## src/design/if_pkg.sv

```systemverilog
/*
 * Shared types and constants for the instruction fetch stage.
 * Imported by every RTL module of the stage.
 */

`default_nettype none

package if_pkg;

  // basic word types
  typedef logic [31:0] addr_t;
  typedef logic [31:0] instr_t;
  typedef logic [4:0]  irq_id_t;

  // fetch address source on a redirect
  typedef enum logic [2:0] {
    PC_BOOT = 3'd0,
    PC_JUMP = 3'd1,
    PC_EXC  = 3'd2,
    PC_ERET = 3'd3,
    PC_DRET = 3'd4
  } pc_sel_e;

  // trap target, only looked at for PC_EXC
  typedef enum logic [1:0] {
    EXC_PC_EXC     = 2'd0,
    EXC_PC_IRQ     = 2'd1,
    EXC_PC_DBD     = 2'd2,
    EXC_PC_DBG_EXC = 2'd3
  } exc_pc_sel_e;

  // debug module entry points
  localparam addr_t DM_HALT_ADDR      = 32'h1A11_0800;
  localparam addr_t DM_EXCEPTION_ADDR = 32'h1A11_0808;

  // first instruction sits 0x80 into the 256-byte boot region
  localparam logic [7:0] BOOT_OFFSET = 8'h80;
  // low address bits supplied by the select logic, not by the base register
  localparam int unsigned VEC_ALIGN_BITS = 8;

  // every instruction is one aligned word
  localparam int unsigned INSTR_BYTES = 4;
  // queue depth, also the cap on requests in flight
  localparam int unsigned FIFO_DEPTH = 2;

endpackage

`default_nettype wire

```

## src/design/pc_select.sv

```systemverilog
/*
 * Next fetch address select for redirects, plus the trap vector mux.
 * Purely combinational, sits in front of the fetch unit.
 */

`timescale 1ns/1ps
`default_nettype none

module pc_select import if_pkg::*; (
  input  pc_sel_e     pc_mux_i,
  input  exc_pc_sel_e exc_pc_mux_i,
  input  irq_id_t     exc_irq_id_i,
  input  addr_t       boot_addr_i,
  input  addr_t       branch_target_i,
  input  addr_t       csr_mepc_i,
  input  addr_t       csr_depc_i,
  input  addr_t       csr_mtvec_i,
  input  logic        pc_set_i,
  output addr_t       fetch_addr_o,
  output logic        csr_mtvec_init_o
);

  addr_t exc_pc;
  addr_t boot_pc;

  // boot region base with fixed entry offset
  assign boot_pc = {boot_addr_i[31:VEC_ALIGN_BITS], BOOT_OFFSET};

  //////////////////////////////////////////////////
  // trap vector
  //////////////////////////////////////////////////

  always_comb begin
    unique case (exc_pc_mux_i)
      EXC_PC_EXC:     exc_pc = {csr_mtvec_i[31:VEC_ALIGN_BITS], {VEC_ALIGN_BITS{1'b0}}};
      // vectored mode, one word per interrupt line
      EXC_PC_IRQ:     exc_pc = {csr_mtvec_i[31:VEC_ALIGN_BITS], 1'b0, exc_irq_id_i, 2'b00};
      EXC_PC_DBD:     exc_pc = DM_HALT_ADDR;
      EXC_PC_DBG_EXC: exc_pc = DM_EXCEPTION_ADDR;
      default:        exc_pc = {csr_mtvec_i[31:VEC_ALIGN_BITS], {VEC_ALIGN_BITS{1'b0}}};
    endcase
  end

  //////////////////////////////////////////////////
  // fetch address
  //////////////////////////////////////////////////

  always_comb begin
    unique case (pc_mux_i)
      PC_BOOT: fetch_addr_o = boot_pc;
      PC_JUMP: fetch_addr_o = branch_target_i;
      PC_EXC:  fetch_addr_o = exc_pc;
      // return from trap / debug mode
      PC_ERET: fetch_addr_o = csr_mepc_i;
      PC_DRET: fetch_addr_o = csr_depc_i;
      default: fetch_addr_o = boot_pc;
    endcase
  end

  // csr file loads its mtvec reset value on the boot jump
  assign csr_mtvec_init_o = pc_set_i & (pc_mux_i == PC_BOOT);

endmodule

`default_nettype wire

```

## src/design/fetch_unit.sv

```systemverilog
/*
 * Instruction bus master. Issues word requests, tracks the ones in flight
 * and pairs each response with its address before it goes to the queue.
 */

`timescale 1ns/1ps
`default_nettype none

module fetch_unit import if_pkg::*; (
  input  logic       clk_i,
  input  logic       rst_ni,
  input  logic       req_i,
  input  logic       pc_set_i,
  input  addr_t      redirect_addr_i,
  input  logic [1:0] free_slots_i,
  output logic       instr_req_o,
  output addr_t      instr_addr_o,
  input  logic       instr_gnt_i,
  input  logic       instr_rvalid_i,
  input  instr_t     instr_rdata_i,
  input  logic       instr_bus_err_i,
  output logic       wr_o,
  output addr_t      wr_addr_o,
  output instr_t     wr_data_o,
  output logic       wr_err_o,
  output logic       flush_o,
  output logic       busy_o
);

  addr_t                 fetch_addr_q;
  logic                  started_q;
  logic                  issue;
  logic [1:0]            out_cnt_q, out_cnt_d;
  addr_t                 out_addr_q [FIFO_DEPTH];
  addr_t                 out_addr_d [FIFO_DEPTH];
  logic [FIFO_DEPTH-1:0] out_disc_q, out_disc_d;

  //////////////////////////////////////////////////
  // request side
  //////////////////////////////////////////////////

  // in-flight plus stored must stay below the queue depth
  assign instr_req_o  = req_i & started_q & (out_cnt_q < free_slots_i);
  assign instr_addr_o = fetch_addr_q;
  assign issue        = instr_req_o & instr_gnt_i;

  always_ff @(posedge clk_i or negedge rst_ni) begin
    if (!rst_ni) begin
      fetch_addr_q <= '0;
      started_q    <= 1'b0;
    end else if (pc_set_i) begin
      // redirect wins over a grant of the old address
      fetch_addr_q <= {redirect_addr_i[31:2], 2'b00};
      started_q    <= 1'b1;
    end else if (issue) begin
      fetch_addr_q <= fetch_addr_q + addr_t'(INSTR_BYTES);
    end
  end

  //////////////////////////////////////////////////
  // outstanding queue, oldest entry at index 0
  //////////////////////////////////////////////////

  always_comb begin
    out_cnt_d  = out_cnt_q;
    out_addr_d = out_addr_q;
    out_disc_d = out_disc_q;
    // everything still in flight belongs to the old stream
    if (pc_set_i) begin
      out_disc_d = '1;
    end
    // responses are in order, retire the head
    if (instr_rvalid_i) begin
      for (int i = 0; i < FIFO_DEPTH - 1; i++) begin
        out_addr_d[i] = out_addr_d[i+1];
        out_disc_d[i] = out_disc_d[i+1];
      end
      out_cnt_d = out_cnt_d - 2'd1;
    end
    // append behind what is left, a grant during a redirect is dropped later
    if (issue) begin
      out_addr_d[out_cnt_d[0]] = fetch_addr_q;
      out_disc_d[out_cnt_d[0]] = pc_set_i;
      out_cnt_d                = out_cnt_d + 2'd1;
    end
  end

  always_ff @(posedge clk_i or negedge rst_ni) begin
    if (!rst_ni) begin
      out_cnt_q  <= '0;
      out_disc_q <= '0;
    end else begin
      out_cnt_q  <= out_cnt_d;
      out_disc_q <= out_disc_d;
    end
  end

  always_ff @(posedge clk_i) begin
    out_addr_q <= out_addr_d;
  end

  //////////////////////////////////////////////////
  // response side
  //////////////////////////////////////////////////

  // stale words never reach the queue
  assign wr_o      = instr_rvalid_i & ~out_disc_q[0] & ~pc_set_i;
  assign wr_addr_o = out_addr_q[0];
  assign wr_data_o = instr_rdata_i;
  assign wr_err_o  = instr_bus_err_i;
  assign flush_o   = pc_set_i;
  assign busy_o    = (out_cnt_q != 2'd0);

endmodule

`default_nettype wire

```

## src/design/fetch_fifo.sv

```systemverilog
/*
 * Small queue between the bus and the IF-ID register.
 * Holds fetched address, word and error; head is always at entry 0.
 */

`timescale 1ns/1ps
`default_nettype none

module fetch_fifo import if_pkg::*; (
  input  logic       clk_i,
  input  logic       rst_ni,
  input  logic       wr_i,
  input  addr_t      wr_addr_i,
  input  instr_t     wr_data_i,
  input  logic       wr_err_i,
  input  logic       flush_i,
  input  logic       pop_i,
  output logic       out_valid_o,
  output addr_t      out_addr_o,
  output instr_t     out_data_o,
  output logic       out_err_o,
  output logic [1:0] free_slots_o
);

  logic [1:0]            cnt_q, cnt_d;
  logic                  pop;
  addr_t                 addr_q [FIFO_DEPTH];
  addr_t                 addr_d [FIFO_DEPTH];
  instr_t                data_q [FIFO_DEPTH];
  instr_t                data_d [FIFO_DEPTH];
  logic [FIFO_DEPTH-1:0] err_q, err_d;

  // pop on an empty queue is ignored
  assign pop = pop_i & (cnt_q != 2'd0);

  always_comb begin
    cnt_d  = cnt_q;
    addr_d = addr_q;
    data_d = data_q;
    err_d  = err_q;
    // shift the head out first
    if (pop) begin
      for (int i = 0; i < FIFO_DEPTH - 1; i++) begin
        addr_d[i] = addr_d[i+1];
        data_d[i] = data_d[i+1];
        err_d[i]  = err_d[i+1];
      end
      cnt_d = cnt_d - 2'd1;
    end
    // then push into the first free entry
    if (wr_i) begin
      addr_d[cnt_d[0]] = wr_addr_i;
      data_d[cnt_d[0]] = wr_data_i;
      err_d[cnt_d[0]]  = wr_err_i;
      cnt_d            = cnt_d + 2'd1;
    end
    if (flush_i) begin
      cnt_d = '0;
    end
  end

  always_ff @(posedge clk_i or negedge rst_ni) begin
    if (!rst_ni) begin
      cnt_q <= '0;
    end else begin
      cnt_q <= cnt_d;
    end
  end

  always_ff @(posedge clk_i) begin
    addr_q <= addr_d;
    data_q <= data_d;
    err_q  <= err_d;
  end

  // flush hides the head in the same cycle
  assign out_valid_o  = (cnt_q != 2'd0) & ~flush_i;
  assign out_addr_o   = addr_q[0];
  assign out_data_o   = data_q[0];
  assign out_err_o    = err_q[0];
  assign free_slots_o = 2'(FIFO_DEPTH) - cnt_q;

endmodule

`default_nettype wire

```

## src/design/if_id_reg.sv

```systemverilog
/*
 * IF-ID pipeline register. Loads the queue head when decode is ready,
 * keeps valid until cleared and flags each freshly loaded instruction.
 */

`timescale 1ns/1ps
`default_nettype none

module if_id_reg import if_pkg::*; (
  input  logic   clk_i,
  input  logic   rst_ni,
  input  logic   valid_i,
  input  addr_t  addr_i,
  input  instr_t data_i,
  input  logic   err_i,
  input  logic   id_in_ready_i,
  input  logic   pc_set_i,
  input  logic   instr_valid_clear_i,
  output logic   pop_o,
  output logic   load_o,
  output logic   instr_valid_id_o,
  output logic   instr_new_id_o,
  output instr_t instr_rdata_id_o,
  output logic   instr_fetch_err_o,
  output addr_t  pc_id_o
);

  logic load;
  logic valid_d;

  assign load   = valid_i & id_in_ready_i;
  assign pop_o  = load;
  assign load_o = load;

  // a load squashed by a redirect does not make decode valid
  assign valid_d = (load & ~pc_set_i) | (instr_valid_id_o & ~instr_valid_clear_i);

  always_ff @(posedge clk_i or negedge rst_ni) begin
    if (!rst_ni) begin
      instr_valid_id_o <= 1'b0;
      instr_new_id_o   <= 1'b0;
    end else begin
      instr_valid_id_o <= valid_d;
      // one-cycle marker after every load
      instr_new_id_o   <= load;
    end
  end

  // word, error and PC frozen while decode stalls
  always_ff @(posedge clk_i) begin
    if (load) begin
      instr_rdata_id_o  <= data_i;
      instr_fetch_err_o <= err_i;
      pc_id_o           <= addr_i;
    end
  end

endmodule

`default_nettype wire

```

## src/design/pc_check.sv

```systemverilog
/*
 * PC consistency monitor. Raises an alert, one cycle late, when two loads
 * in a row without redirect or error do not step the PC by one word.
 */

`timescale 1ns/1ps
`default_nettype none

module pc_check import if_pkg::*; (
  input  logic  clk_i,
  input  logic  rst_ni,
  input  logic  load_i,
  input  logic  pc_set_i,
  input  logic  fetch_err_i,
  input  addr_t pc_if_i,
  input  addr_t pc_id_i,
  output logic  pc_mismatch_alert_o
);

  logic seq_q, seq_d;
  logic mismatch;

  // stream counts as sequential after a load, until redirect or fetch error
  assign seq_d = (seq_q | load_i) & ~pc_set_i & ~fetch_err_i;

  // expected PC is the one in decode plus a word
  assign mismatch = (pc_if_i != (pc_id_i + addr_t'(INSTR_BYTES)));

  always_ff @(posedge clk_i or negedge rst_ni) begin
    if (!rst_ni) begin
      seq_q               <= 1'b0;
      pc_mismatch_alert_o <= 1'b0;
    end else begin
      seq_q               <= seq_d;
      pc_mismatch_alert_o <= load_i & ~pc_set_i & seq_q & mismatch;
    end
  end

endmodule

`default_nettype wire

```

## src/design/if_stage.sv

```systemverilog
/*
 * Instruction fetch stage top. Connects address select, bus master,
 * fetch queue, IF-ID register and the PC consistency check.
 */

`timescale 1ns/1ps
`default_nettype none

module if_stage import if_pkg::*; (
  input  logic        clk_i,
  input  logic        rst_ni,
  input  logic        req_i,
  input  addr_t       boot_addr_i,
  // redirect control from the controller
  input  logic        pc_set_i,
  input  pc_sel_e     pc_mux_i,
  input  exc_pc_sel_e exc_pc_mux_i,
  input  irq_id_t     exc_irq_id_i,
  input  addr_t       branch_target_i,
  input  addr_t       csr_mepc_i,
  input  addr_t       csr_depc_i,
  input  addr_t       csr_mtvec_i,
  output logic        csr_mtvec_init_o,
  // instruction bus
  output logic        instr_req_o,
  output addr_t       instr_addr_o,
  input  logic        instr_gnt_i,
  input  logic        instr_rvalid_i,
  input  instr_t      instr_rdata_i,
  input  logic        instr_bus_err_i,
  // decode side
  input  logic        id_in_ready_i,
  input  logic        instr_valid_clear_i,
  output logic        instr_valid_id_o,
  output logic        instr_new_id_o,
  output instr_t      instr_rdata_id_o,
  output logic        instr_fetch_err_o,
  output addr_t       pc_id_o,
  output addr_t       pc_if_o,
  output logic        if_busy_o,
  output logic        pc_mismatch_alert_o
);

  addr_t      fetch_addr;
  logic [1:0] free_slots;
  logic       wr, wr_err, flush;
  addr_t      wr_addr;
  instr_t     wr_data, out_data;
  logic       out_valid, out_err;
  logic       pop, load;

  pc_select u_pc_select (
    .pc_mux_i        (pc_mux_i),
    .exc_pc_mux_i    (exc_pc_mux_i),
    .exc_irq_id_i    (exc_irq_id_i),
    .boot_addr_i     (boot_addr_i),
    .branch_target_i (branch_target_i),
    .csr_mepc_i      (csr_mepc_i),
    .csr_depc_i      (csr_depc_i),
    .csr_mtvec_i     (csr_mtvec_i),
    .pc_set_i        (pc_set_i),
    .fetch_addr_o    (fetch_addr),
    .csr_mtvec_init_o(csr_mtvec_init_o)
  );

  fetch_unit u_fetch_unit (
    .clk_i          (clk_i),
    .rst_ni         (rst_ni),
    .req_i          (req_i),
    .pc_set_i       (pc_set_i),
    .redirect_addr_i(fetch_addr),
    .free_slots_i   (free_slots),
    .instr_req_o    (instr_req_o),
    .instr_addr_o   (instr_addr_o),
    .instr_gnt_i    (instr_gnt_i),
    .instr_rvalid_i (instr_rvalid_i),
    .instr_rdata_i  (instr_rdata_i),
    .instr_bus_err_i(instr_bus_err_i),
    .wr_o           (wr),
    .wr_addr_o      (wr_addr),
    .wr_data_o      (wr_data),
    .wr_err_o       (wr_err),
    .flush_o        (flush),
    .busy_o         (if_busy_o)
  );

  // queue head doubles as the IF-stage PC
  fetch_fifo u_fetch_fifo (
    .clk_i       (clk_i),
    .rst_ni      (rst_ni),
    .wr_i        (wr),
    .wr_addr_i   (wr_addr),
    .wr_data_i   (wr_data),
    .wr_err_i    (wr_err),
    .flush_i     (flush),
    .pop_i       (pop),
    .out_valid_o (out_valid),
    .out_addr_o  (pc_if_o),
    .out_data_o  (out_data),
    .out_err_o   (out_err),
    .free_slots_o(free_slots)
  );

  if_id_reg u_if_id_reg (
    .clk_i              (clk_i),
    .rst_ni             (rst_ni),
    .valid_i            (out_valid),
    .addr_i             (pc_if_o),
    .data_i             (out_data),
    .err_i              (out_err),
    .id_in_ready_i      (id_in_ready_i),
    .pc_set_i           (pc_set_i),
    .instr_valid_clear_i(instr_valid_clear_i),
    .pop_o              (pop),
    .load_o             (load),
    .instr_valid_id_o   (instr_valid_id_o),
    .instr_new_id_o     (instr_new_id_o),
    .instr_rdata_id_o   (instr_rdata_id_o),
    .instr_fetch_err_o  (instr_fetch_err_o),
    .pc_id_o            (pc_id_o)
  );

  pc_check u_pc_check (
    .clk_i              (clk_i),
    .rst_ni             (rst_ni),
    .load_i             (load),
    .pc_set_i           (pc_set_i),
    .fetch_err_i        (out_err),
    .pc_if_i            (pc_if_o),
    .pc_id_i            (pc_id_o),
    .pc_mismatch_alert_o(pc_mismatch_alert_o)
  );

endmodule

`default_nettype wire

```

## config.mk

```make
export PLATFORM = sky130hd
export DESIGN_NAME = if_stage
export DESIGN_NICKNAME = d
export VERILOG_FILES = /design/src/design/if_pkg.sv /design/src/design/pc_select.sv /design/src/design/fetch_unit.sv /design/src/design/fetch_fifo.sv /design/src/design/if_id_reg.sv /design/src/design/pc_check.sv /design/src/design/if_stage.sv
export SDC_FILE = /design/constraint.sdc
export NUM_CORES = 1
export LEC_CHECK = 0
export BUFFER_PORTS_ARGS = -buffer_cell sky130_fd_sc_hd__buf_2
export CORE_MARGIN = 3
export CORE_UTILIZATION = 59
export CTS_BUF_LIST = sky130_fd_sc_hd__clkbuf_8 sky130_fd_sc_hd__clkbuf_16
export DETAILED_ROUTE_END_ITERATION = 10
export PLACE_DENSITY = 0.86
export SYNTH_ARGS = -nofsm -noshare
export SYNTH_HDL_FRONTEND = slang
export SYNTH_HIERARCHICAL = 1
export SYNTH_SLANG_ARGS = --single-unit
```

## constraint.sdc

```tcl
create_clock -name clk_i -period 9.19 [get_ports clk_i]
set_input_delay 1.838 -clock clk_i [delete_from_list [all_inputs] [get_ports clk_i]]
set_output_delay 1.838 -clock clk_i [all_outputs]
set_load 0.01 [all_outputs]
```

# Yosys cells after proc, flatten, opt, wreduce, memory -nomap -nowiden
# Index checks and enable logic that the tools add are counted.
dict set report totals {
  register_bits 302
  inputBits 211
  wordCells 109
}
dict set report op_classes {
  addsub 7
  n_lt_le_gt_ge 9
  n_eq_ne 8
  n_mux 33
  bitwise 23
  reduce_logical 9
}
# cell count
set ops {}
lappend ops {{case mux 32 bit (4 select lines)} 2}
lappend ops {{two-way mux 32 bit} 7}
lappend ops {{bitwise mux 64 bit} 3}
lappend ops {{two-way mux 64 bit} 3}
lappend ops {{adder 32 x 3 -> 32 bit, second input constant} 2}
lappend ops {{demux 32 bit (select 1 bit)} 2}
lappend ops {{!= test 32 bit} 1}
lappend ops {{bitwise AND 1 bit} 15}
lappend ops {{two-way mux 2 bit} 7}
lappend ops {{== test 3 x 2 -> 1 bit, second input constant} 2}
lappend ops {{nonzero test 2 bit} 3}
lappend ops {{two-way mux 1 bit} 5}
lappend ops {{adder 2 x 1 -> 2 bit, second input constant} 2}
lappend ops {{bitwise mux 2 bit} 2}
lappend ops {{== test 2 bit, second input constant} 2}
lappend ops {{>= comparator 2 bit, second input constant} 2}
lappend ops {{logical AND 1 bit} 4}
lappend ops {{< comparator 1 x 2 -> 1 bit, second input constant} 2}
lappend ops {{< comparator 2 x 1 -> 1 bit, second input constant} 2}
lappend ops {{NOT 1 bit} 4}
lappend ops {{NOT 1 -> 2 bit} 2}
lappend ops {{subtractor 2 x 1 -> 2 bit, second input constant} 2}
lappend ops {{== test 3 x 1 -> 1 bit, second input constant} 1}
lappend ops {{== test 3 bit, second input constant} 1}
lappend ops {{8 further kinds} 11}

# Logic depth before layout (Yosys ltp)
# Gate-level depths: netlist of run 1.
dict set report logic_depth {
  ltp_word 12
  mapped_depth 13
  depth_no_buf 10
}

# Modules after synthesis
# The synthesis of run 1 kept the hierarchy.
# mod instances cells_each area_each_um2
set by_module_without_submodules {}
lappend by_module_without_submodules {fetch_fifo 1 361 5667.9}
lappend by_module_without_submodules {fetch_unit 1 454 4772.1}
lappend by_module_without_submodules {if_id_reg 1 72 2033.2}
lappend by_module_without_submodules {pc_select 1 201 1505.2}
lappend by_module_without_submodules {pc_check 1 153 1171.1}

# Worst setup path before layout of run 1
# Ideal clock, no wire load.
dict set report synth_timing {
  kind {in2reg}
  startpoint {in pc_set_i}
  endpoint {reg u_fetch_fifo/addr_q[0] (netlist bit) (enable)}
  arrival_time_ns 5.686
  required_ns 8.760
  setup_slack_ns 3.074
  path_stages 9
  path_buffers 3
  path_cell_list {buf_4 > nor2_1 > nand2_1 > inv_1 > buf_4 > nand2b_1 > buf_4 > xnor2_1 > ha_1}
}
dict set report synth_via {
  elab_chain_len 2
}
# element line
set synth_lines {}
lappend synth_lines {{start, declared} if_stage.sv:15} ;# input logic pc_set_i,
lappend synth_lines {{NOT 1 bit} fetch_unit.sv:107} ;# assign wr_o = instr_rvalid_i & ~out_disc_q[0] & ~pc_set_i;
lappend synth_lines {{bitwise AND 1 bit} fetch_unit.sv:107}
lappend synth_lines {{end signal, assigned} fetch_fifo.sv:71} ;# addr_q <= addr_d;
lappend synth_lines {{end, declared} fetch_fifo.sv:27} ;# addr_t addr_q [FIFO_DEPTH];
# No other way between the ends.
# A chain may end at the register's enable or synchronous reset.

==> out/metrics.yaml, run 1 <==
start_util_pct: 61.1
fin_total_pwr_w: 0.00397
rows: 57
hpwl_um: 25900
ios: 346
hold_violations: 0
slew_violations: 0
seqPwrFrac_pct: 48.7
synth.yosys.warnings: 6
critPathLaunchType: "primary input"
post-cts-setup-buffers: 0
grt_max_degree: 72
max_slew.worst_pin.slew_ps: 1180
cts_tree: "yes"
ir_worst_vdd_mv: 0.166
slowest_stage: "buf_4"
post-route-min-period_ps: 5030
cp.required_ps: 9600
die_y_um: 166
finalWirelength_um: 36200
die_area_mm2: 0.0276
vias: 10125
nets: 1619
grt_usage_pct: 25.3
core_mm2: 0.0247
port_buffers: 321
p_per_area_mw_per_mm2: 236
first_pass_iters: 6
rsz0062_at_grt: "false"
clk_latency_ps: 540
grt_pass1_wl_um: 56400
area_growth_pct: 11.1
post_cts_resize_count: 0
grt.overflow.total: 0
p_int_w: 0.00284
place_congestion: 0.922
relSlewSlack_pct: 21.4
grt_pass1_vias: 10350
path_clk_slew_ps: 60
drive_above_1_share_pct: 37.6
status: "finished clean"
critPathKind: "primary input to register"
dr.first_iter.drc_count: 936
sw_frac_of_total_pct: 28.4
cts_max_level: 1
cpMostUsedCell: "buf_4"
switching_power_w: 0.00113
ant_nets: 0
die_width_um: 166
fin_crit_sh_pct: 54.7
leakage_nw: 7.00
finalClockSkew_ps: 19.6
clockBufferDepth: 3
avgSynthCellArea_um2: 12.2
setup-violations-final: 0
setup_tns_ps: 0
cts_hold_buf: 0
pwr-share-clk_pct: 28.4
critPathMaxStageDelay_ps: 730
root_buffer: "clkbuf_16"
maxCapViolCount: 0
comb_power_share_pct: 22.9
cts_buffers: 29
critPathMaxFanout: 71
antenna_found_initial: 2
max_freq_ghz: 0.199
clock-sinks: 298
drc_errors: 0
syn-instance-count: 1235
wl_per_cell_um: 20.7
synth_area_mm2: 0.0151
cp_cell_sequence: "buf_2, buf_4, nor2_1, nand2_1, inv_2, nand2b_4, buf_4, xnor2_1, or2_4, buf_4, mux2_1"
cp-end-kind: "register"
hold_path_class: "register to register"
routed_via_density: 5.79
cp.arrival_ps: 5440
worst max-delay path, delay by kind of cell:
family,cells,cell delay [ps]
buffers and inverters,5,2010
AND/OR/NAND/NOR,4,820
multiplexers,1,390
XOR/XNOR,1,260
flip-flops by register name, indices dropped and copies added (netlist names), 32 cells and up:
name and count:
u_fetch_fifo/out_data_o 32, u_if_id_reg/instr_rdata_id_o 32, u_if_id_reg/pc_id_o 32, u_fetch_fifo/addr_q 32, u_fetch_fifo/out_addr_o 32, u_fetch_fifo/data_q 32
u_fetch_unit/wr_addr_o 32
worst paths after layout:
kind	from	to	slack, ps	cells after the start
worst max-delay path	pc_set_i	u_fetch_fifo/out_addr_o[6]	4160	11
worst min-delay path	u_fetch_fifo/out_data_o[16]	u_if_id_reg/instr_rdata_id_o[16]	420	0
worst max register to register	u_fetch_fifo/cnt_q[0]	u_fetch_fifo/out_addr_o[6]	5160	11
worst min register to register	u_fetch_fifo/out_data_o[16]	u_if_id_reg/instr_rdata_id_o[16]	420	0
max in group asynchronous	rst_ni	u_fetch_unit/out_cnt_q[1]	7010	1
min in group asynchronous	rst_ni	u_pc_check/pc_mismatch_alert_o	1500	1
power by group through the flow:
stage	logic [W]	clock network, W	registers [W]
2_1_floorplan	0.000921	0	0.00183
3_3_place_gp	0.000848	0	0.00193
3_5_place_dp	0.000893	0	0.00195
4_1_cts	0.000908	0.00114	0.00193
5_1_grt	0.000981	0.00120	0.00197
6_report	0.000907	0.00113	0.00193
routing by layer:
| layer | vias to the layer above | wire (um) | GRT usage [%] |
|---|---|---|---|
| met4 | 0 | 1100 | 8.93 |
| met1 | 4840 | 14000 | 31.6 |
| met2 | 483 | 18500 | 44.9 |
| met5 | - | 0 | 0 |
| met3 | 60 | 2610 | 3.81 |
| li1 | 4742 | - | - |
per-stage QoR:
step           hold WS, ps  cells  util (%)  setup slack, ps  instance area (um2)
2_1_floorplan          403   1236         -             3070                15100
3_3_place_gp           406   1694      64.1             3700                15900
3_5_place_dp           411   1694      64.1             3580                15900
4_1_cts                425   1748      67.8             4150                16800
5_1_grt                430   1750      67.8             3880                16800
6_report               422   1750      67.8             4160                16800
cell usage in the layout (no fill, tap or decap), types with 14 or more instances in the layout:
master,n
or4b_1,36
buf_2,321
mux2_2,69
o21ai_0,57
clkbuf_16,29
xor2_1,30
edfxtp_1,160
mux2_1,15
dfxtp_1,97
mux2i_1,43
a21oi_1,14
dfrtp_1,41
mux2_4,50
nand3_1,23
nand2_1,108
xnor2_1,39
a2bb2oi_1,18
inv_1,24
nor2_1,16
o2111ai_1,19
cell type report:
cell class / count / area [um2]
diodes: 2 / 5.00
fillers: 1775 / 7960
repair buffers: 331 / 1680
well taps: 324 / 405
inverters: 22 / 82.6
clock buffers: 31 / 753
clock inverters: 23 / 165
flip-flops and latches: 298 / 7770
multi-input cells: 719 / 5920
No activity file was read; power rests on OpenSTA's default activity.
==> run 2: changes to the inputs <==
--- a/config.mk
+++ b/config.mk
@@ -7,10 +7,10 @@
 export LEC_CHECK = 0
 export BUFFER_PORTS_ARGS = -buffer_cell sky130_fd_sc_hd__buf_2
 export CORE_MARGIN = 3
-export CORE_UTILIZATION = 59
+export CORE_UTILIZATION = 49
 export CTS_BUF_LIST = sky130_fd_sc_hd__clkbuf_8 sky130_fd_sc_hd__clkbuf_16
 export DETAILED_ROUTE_END_ITERATION = 10
-export PLACE_DENSITY = 0.86
+export PLACE_DENSITY = 0.76
 export SYNTH_ARGS = -nofsm -noshare
 export SYNTH_HDL_FRONTEND = slang
 export SYNTH_HIERARCHICAL = 1
==> constraint.sdc (replaced) <==
create_clock -name clk_i -period 4.3 [get_ports clk_i]
set_input_delay 0.86 -clock clk_i [delete_from_list [all_inputs] [get_ports clk_i]]
set_output_delay 0.86 -clock clk_i [all_outputs]
set_load 0.01 [all_outputs]
==> run 2 against run 1 <==
- wire length grew 1.5%
- clock skew fell by 12 ps
- cell area rose by 1.1%
- combinational power up 110%
- register-to-register slack lost 4100 ps
- clock power rose by 130%
- critical path depth shrank 2
- utilization down 11 points
==> out/metrics.yaml, run 2 (same netlist as run 1, synthesis figures left out) <==
core_mm2: 0.0300
dr.first_iter.drc_count: 606
antenna_cells: 0
path_clk_slew_ps: 70
design_area_mm2: 0.0170
pwr-share-clk_pct: 30.3
rsz0062_at_grt: "false"
cts_buffers: 28
critPathKind: "register to primary output"
post_cts_resize_count: 0
nets: 1620
seq_area_mm2: 0.00777
dp_cells: 1762
cp.required_ps: 3440
clock-sinks: 298
fin_crit_sh_pct: 87.2
grt-busiest-layer: "met2"
cts_max_level: 1
use_met2_pct: 38.6
fin_ws_ps: 550
cts_tree: "yes"
port_buffers: 321
hold-worst-slack_ps: 425
final_cell_mix: "buf_2 (321), edfxtp_1 (160), nand2_1 (108)"
grt_usage_pct: 21.3
finalClockSkew_ps: 8.02
fin_cells: 1814
sw_frac_of_total_pct: 27.4
p_per_area_mw_per_mm2: 509
finalWirelength_um: 36700
final_common_cell: "buf_2"
seqPwrFrac_pct: 47.8
ant_nets: 0
critPathMaxFanout: 7
comb_power_share_pct: 21.9
max_freq_ghz: 0.267
post-cts-setup-buffers: 0
clockBufferDepth: 3
grt_pass1_vias: 10142
status: "finished clean"
start_util_pct: 50.3
wl_per_cell_um: 20.2
clk_latency_ps: 540
ir_worst_vdd_mv: 0.287
drive_above_1_share_pct: 37.6
multi_input_area_mm2: 0.00592
grt_pass1_wl_um: 56500
grt_use_met1_pct: 26.7
max_slew.worst_pin.slew_ps: 1080
routed_via_density: 5.50
hold_path_class: "register to register"
grt_max_degree: 71
grt.overflow.total: 0
die_width_um: 182
first_pass_iters: 5
area_growth_pct: 12.3
post-route-min-period_ps: 3750
slew_violations: 0
vias: 9981
antenna_found_initial: 0
drc_errors: 0
setup-violations-final: 0
p_int_w: 0.00626
leakage_nw: 7.03
setup_tns_ps: 0
grt_use_met3_pct: 3.08
cp.arrival_ps: 2890
fill_cells: 2503
place_ws_ps: 828
cp-end-kind: "primary output"
critPathLaunchType: "register"
cts_hold_buf: 0
ios: 346
hpwl_um: 26800
rows: 63
root_buffer: "clkbuf_16"
maxCapViolCount: 0
place_congestion: 0.920
postPlaceCellArea_mm2: 0.0160
hold_violations: 0
relSlewSlack_pct: 27.9
die_y_um: 182
switching_power_w: 0.00236
die_area_mm2: 0.0330
-- run 2: cell count changes in the layout (fill, tap and decap cells not counted), moves of 2 or more --
cell,previous run,this run
clkinv_2,10,7
clkinvlp_4,1,3
clkbuf_8,2,0
inv_6,2,0
diode_2,2,0
bufinv_16,2,6
-- run 2: worst paths after layout --
kind,from,slack [ps],cells after the start,end
max in group asynchronous,rst_ni,3100,1,u_if_id_reg/instr_valid_id_o
min in group asynchronous,rst_ni,510,1,u_fetch_unit/instr_addr_o[29]
worst min register to register,u_fetch_fifo/out_data_o[28],430,0,u_if_id_reg/instr_rdata_id_o[28]
worst max-delay path,u_fetch_fifo/cnt_q[0],550,9,instr_req_o
worst min-delay path,u_fetch_fifo/out_data_o[28],430,0,u_if_id_reg/instr_rdata_id_o[28]
worst max register to register,u_fetch_fifo/cnt_q[0],1050,10,u_fetch_fifo/out_addr_o[18]
-- run 2: power by group through the flow --
stage | clock network, W | registers, W | logic (W)
floorplan | 0 | 0.00390 | 0.00197
global placement | 0 | 0.00413 | 0.00184
detailed placement | 0 | 0.00418 | 0.00190
CTS | 0.00267 | 0.00412 | 0.00191
global route | 0.00279 | 0.00419 | 0.00205
finish | 0.00262 | 0.00412 | 0.00189
-- run 2: cell type report --
cell class | count | area share (%)
clock buffers | 29 | 4.28
clock inverters | 23 | 1.53
inverters | 22 | 0.509
multi-input cells | 719 | 34.9
flip-flops and latches | 298 | 45.8
well taps | 390 | 2.88
repair buffers | 333 | 10.1
-- run 2: per-stage QoR --
stage          util [%]  power [W]
3_5_place_dp       53.2    0.00608
6_report           56.5    0.00863
2_1_floorplan         -    0.00587
5_1_grt            56.5    0.00904
4_1_cts            56.5    0.00870
3_3_place_gp       53.2    0.00597
-- run 2: critical path: stages, from the launching register on --
cell     delay (ps)
dfrtp_1         500
inv_1           110
ha_1            330
inv_1            80
inv_1            40
ha_1            430
inv_1           110
o21ai_0         440
inv_1           140
buf_2           170
-- run 2: metal layers --
layer,vias up,part of all wire [%]
met5,-,0
met4,0,2.1
met3,52,6.2
met2,392,51
met1,4795,40
li1,4742,-
==> run 3: changes to the inputs <==
--- a/config.mk
+++ b/config.mk
@@ -7,10 +7,10 @@
 export LEC_CHECK = 0
 export BUFFER_PORTS_ARGS = -buffer_cell sky130_fd_sc_hd__buf_2
 export CORE_MARGIN = 3
-export CORE_UTILIZATION = 49
+export CORE_UTILIZATION = 55
 export CTS_BUF_LIST = sky130_fd_sc_hd__clkbuf_8 sky130_fd_sc_hd__clkbuf_16
 export DETAILED_ROUTE_END_ITERATION = 10
-export PLACE_DENSITY = 0.76
+export PLACE_DENSITY = 0.81
 export SYNTH_ARGS = -nofsm -noshare
 export SYNTH_HDL_FRONTEND = slang
 export SYNTH_HIERARCHICAL = 1
==> constraint.sdc (replaced) <==
create_clock -name clk_i -period 3.8 [get_ports clk_i]
set_input_delay 0.76 -clock clk_i [delete_from_list [all_inputs] [get_ports clk_i]]
set_output_delay 0.76 -clock clk_i [all_outputs]
set_load 0.01 [all_outputs]
==> run 3 against run 2 <==
- global-route usage increased by 1.5 points
- clock power about the same
- combinational power rose by 14%
- utilization grew 6.1 points
- final cell count decreased by 2.3%
- largest power group unchanged
==> out/metrics.yaml, run 3 (same netlist as run 1, synthesis figures left out) <==
status: "finished clean"
cp.arrival_ps: 2700
grt_usage_pct: 22.8
setup-violations-final: 0
fill_cells: 2068
first_pass_iters: 6
post-cts-setup-buffers: 0
slew_violations: 0
grt_use_met3_pct: 2.85
cts_tree: "yes"
place_congestion: 0.965
cp.required_ps: 3040
leakage_nw: 7.04
final_common_cell: "buf_2"
die_area_mm2: 0.0295
cp-end-kind: "primary output"
port_buffers: 321
start_util_pct: 56.1
ios: 346
ir_worst_vdd_mv: 0.344
clock-sinks: 298
setup_tns_ps: 0
wl_per_cell_um: 19.8
grt-busiest-layer: "met2"
post-route-min-period_ps: 3460
dr.first_iter.drc_count: 699
clockBufferDepth: 3
hpwl_um: 25700
hold_path_class: "primary input to async pin"
critPathLaunchType: "register"
design_area_mm2: 0.0169
final_cell_mix: "buf_2 (321), edfxtp_1 (160), nand2_1 (108)"
drc_errors: 0
drive_above_1_share_pct: 37.5
antenna_found_initial: 2
cts_hold_buf: 0
grt_use_met1_pct: 28.4
nets: 1626
critPathKind: "register to primary output"
max_freq_ghz: 0.289
root_buffer: "clkbuf_16"
relSlewSlack_pct: 28.6
fin_cells: 1772
max_slew.worst_pin.slew_ps: 1070
maxCapViolCount: 0
cts_max_level: 1
hold_violations: 0
area_growth_pct: 11.6
vias: 10117
clk_latency_ps: 540
critPathMaxFanout: 7
dp_cells: 1718
core_mm2: 0.0270
fin_crit_sh_pct: 91.1
grt_pass1_wl_um: 53100
ant_nets: 0
grt_max_degree: 69
use_met2_pct: 40.7
finalClockSkew_ps: 14.6
cts_buffers: 29
grt_pass1_vias: 9971
p_per_area_mw_per_mm2: 560
finalWirelength_um: 35100
die_width_um: 172
grt.overflow.total: 0
path_clk_slew_ps: 60
die_y_um: 172
routed_via_density: 5.71
rows: 60
postPlaceCellArea_mm2: 0.0160
rsz0062_at_grt: "false"
==> run 3: changes by cell type in the layout (fill, tap and decap cells not counted), sizes merged <==
cell / delta
clkinvlp: -2
buf: +5
clkbuf: +5
diode: +1
bufinv: -6
inv: +7
clkinv: -3
==> run 3: path summary, 6_finish.rpt <==
| check | to | start | slack (ps) | cells past startpoint |
|---|---|---|---|---|
| setup / recovery | instr_req_o | u_fetch_fifo/cnt_q[0] | 340 | 9 |
| hold reg to reg | u_if_id_reg/instr_rdata_id_o[5] | u_fetch_fifo/out_data_o[5] | 420 | 0 |
| hold / removal | u_fetch_unit/instr_addr_o[31] | rst_ni | 410 | 1 |
| min in group clk_i | u_fetch_fifo/data_q[0] | instr_rdata_i[0] | 420 | 1 |
| setup reg to reg | u_fetch_unit/wr_addr_o[14] | u_fetch_fifo/cnt_q[0] | 870 | 11 |
| max in group asynchronous | u_pc_check/seq_q | rst_ni | 2710 | 1 |
==> run 3: through the flow <==
| step | utilization (%) | hold WS, ps | total power, W | setup WS (ps) |
|---|---|---|---|---|
| after floorplan | - | 403 | 0.00664 | 205 |
| after global placement | 59.3 | 406 | 0.00672 | 796 |
| after detailed placement | 59.3 | 410 | 0.00685 | 770 |
| after CTS | 62.6 | 395 | 0.00949 | 173 |
| after global routing | 62.6 | 397 | 0.00988 | 140 |
| final | 62.6 | 409 | 0.00944 | 338 |
==> run 3: timing repair <==
action / CTS / global route
endpoints found under the setup margin: 0 / 1
resized for setup: 0 / 1
endpoints found under the hold margin: 0 / 0
==> run 3: cell type report <==
class / instances / area [um2] / area share, %
Inverter: 22 / 86.3 / 0.512
Timing Repair Buffer: 338 / 1770 / 10.5
Tap cell: 341 / 427 / 2.53
Antenna cell: 1 / 2.50 / 0.0148
Clock buffer: 34 / 806 / 4.78
Clock inverter: 19 / 81.3 / 0.482
Sequential cell: 298 / 7770 / 46.1
Multi-Input combinational cell: 719 / 5920 / 35.1
==> run 3: layer usage <==
| layer | part of all wire, % | wire, um |
|---|---|---|
| met1 | 40 | 14200 |
| met2 | 50 | 17500 |
| met3 | 6.3 | 2190 |
| met4 | 3.5 | 1210 |
| met5 | 0.037 | 13 |
==> run 3: power by group <==
part           internal (W)  switching, W
Combinational       0.00122      0.000932
Clock               0.00150       0.00114
Sequential          0.00409      0.000566
==> run 3: worst max-delay path: stages (launching register included) <==
cell and delay [ps]:
dfrtp_1 520, inv_1 110, ha_1 320, inv_1 80, inv_1 40, ha_1 420, inv_1 100, o21ai_1 300
inv_1 120, buf_2 160
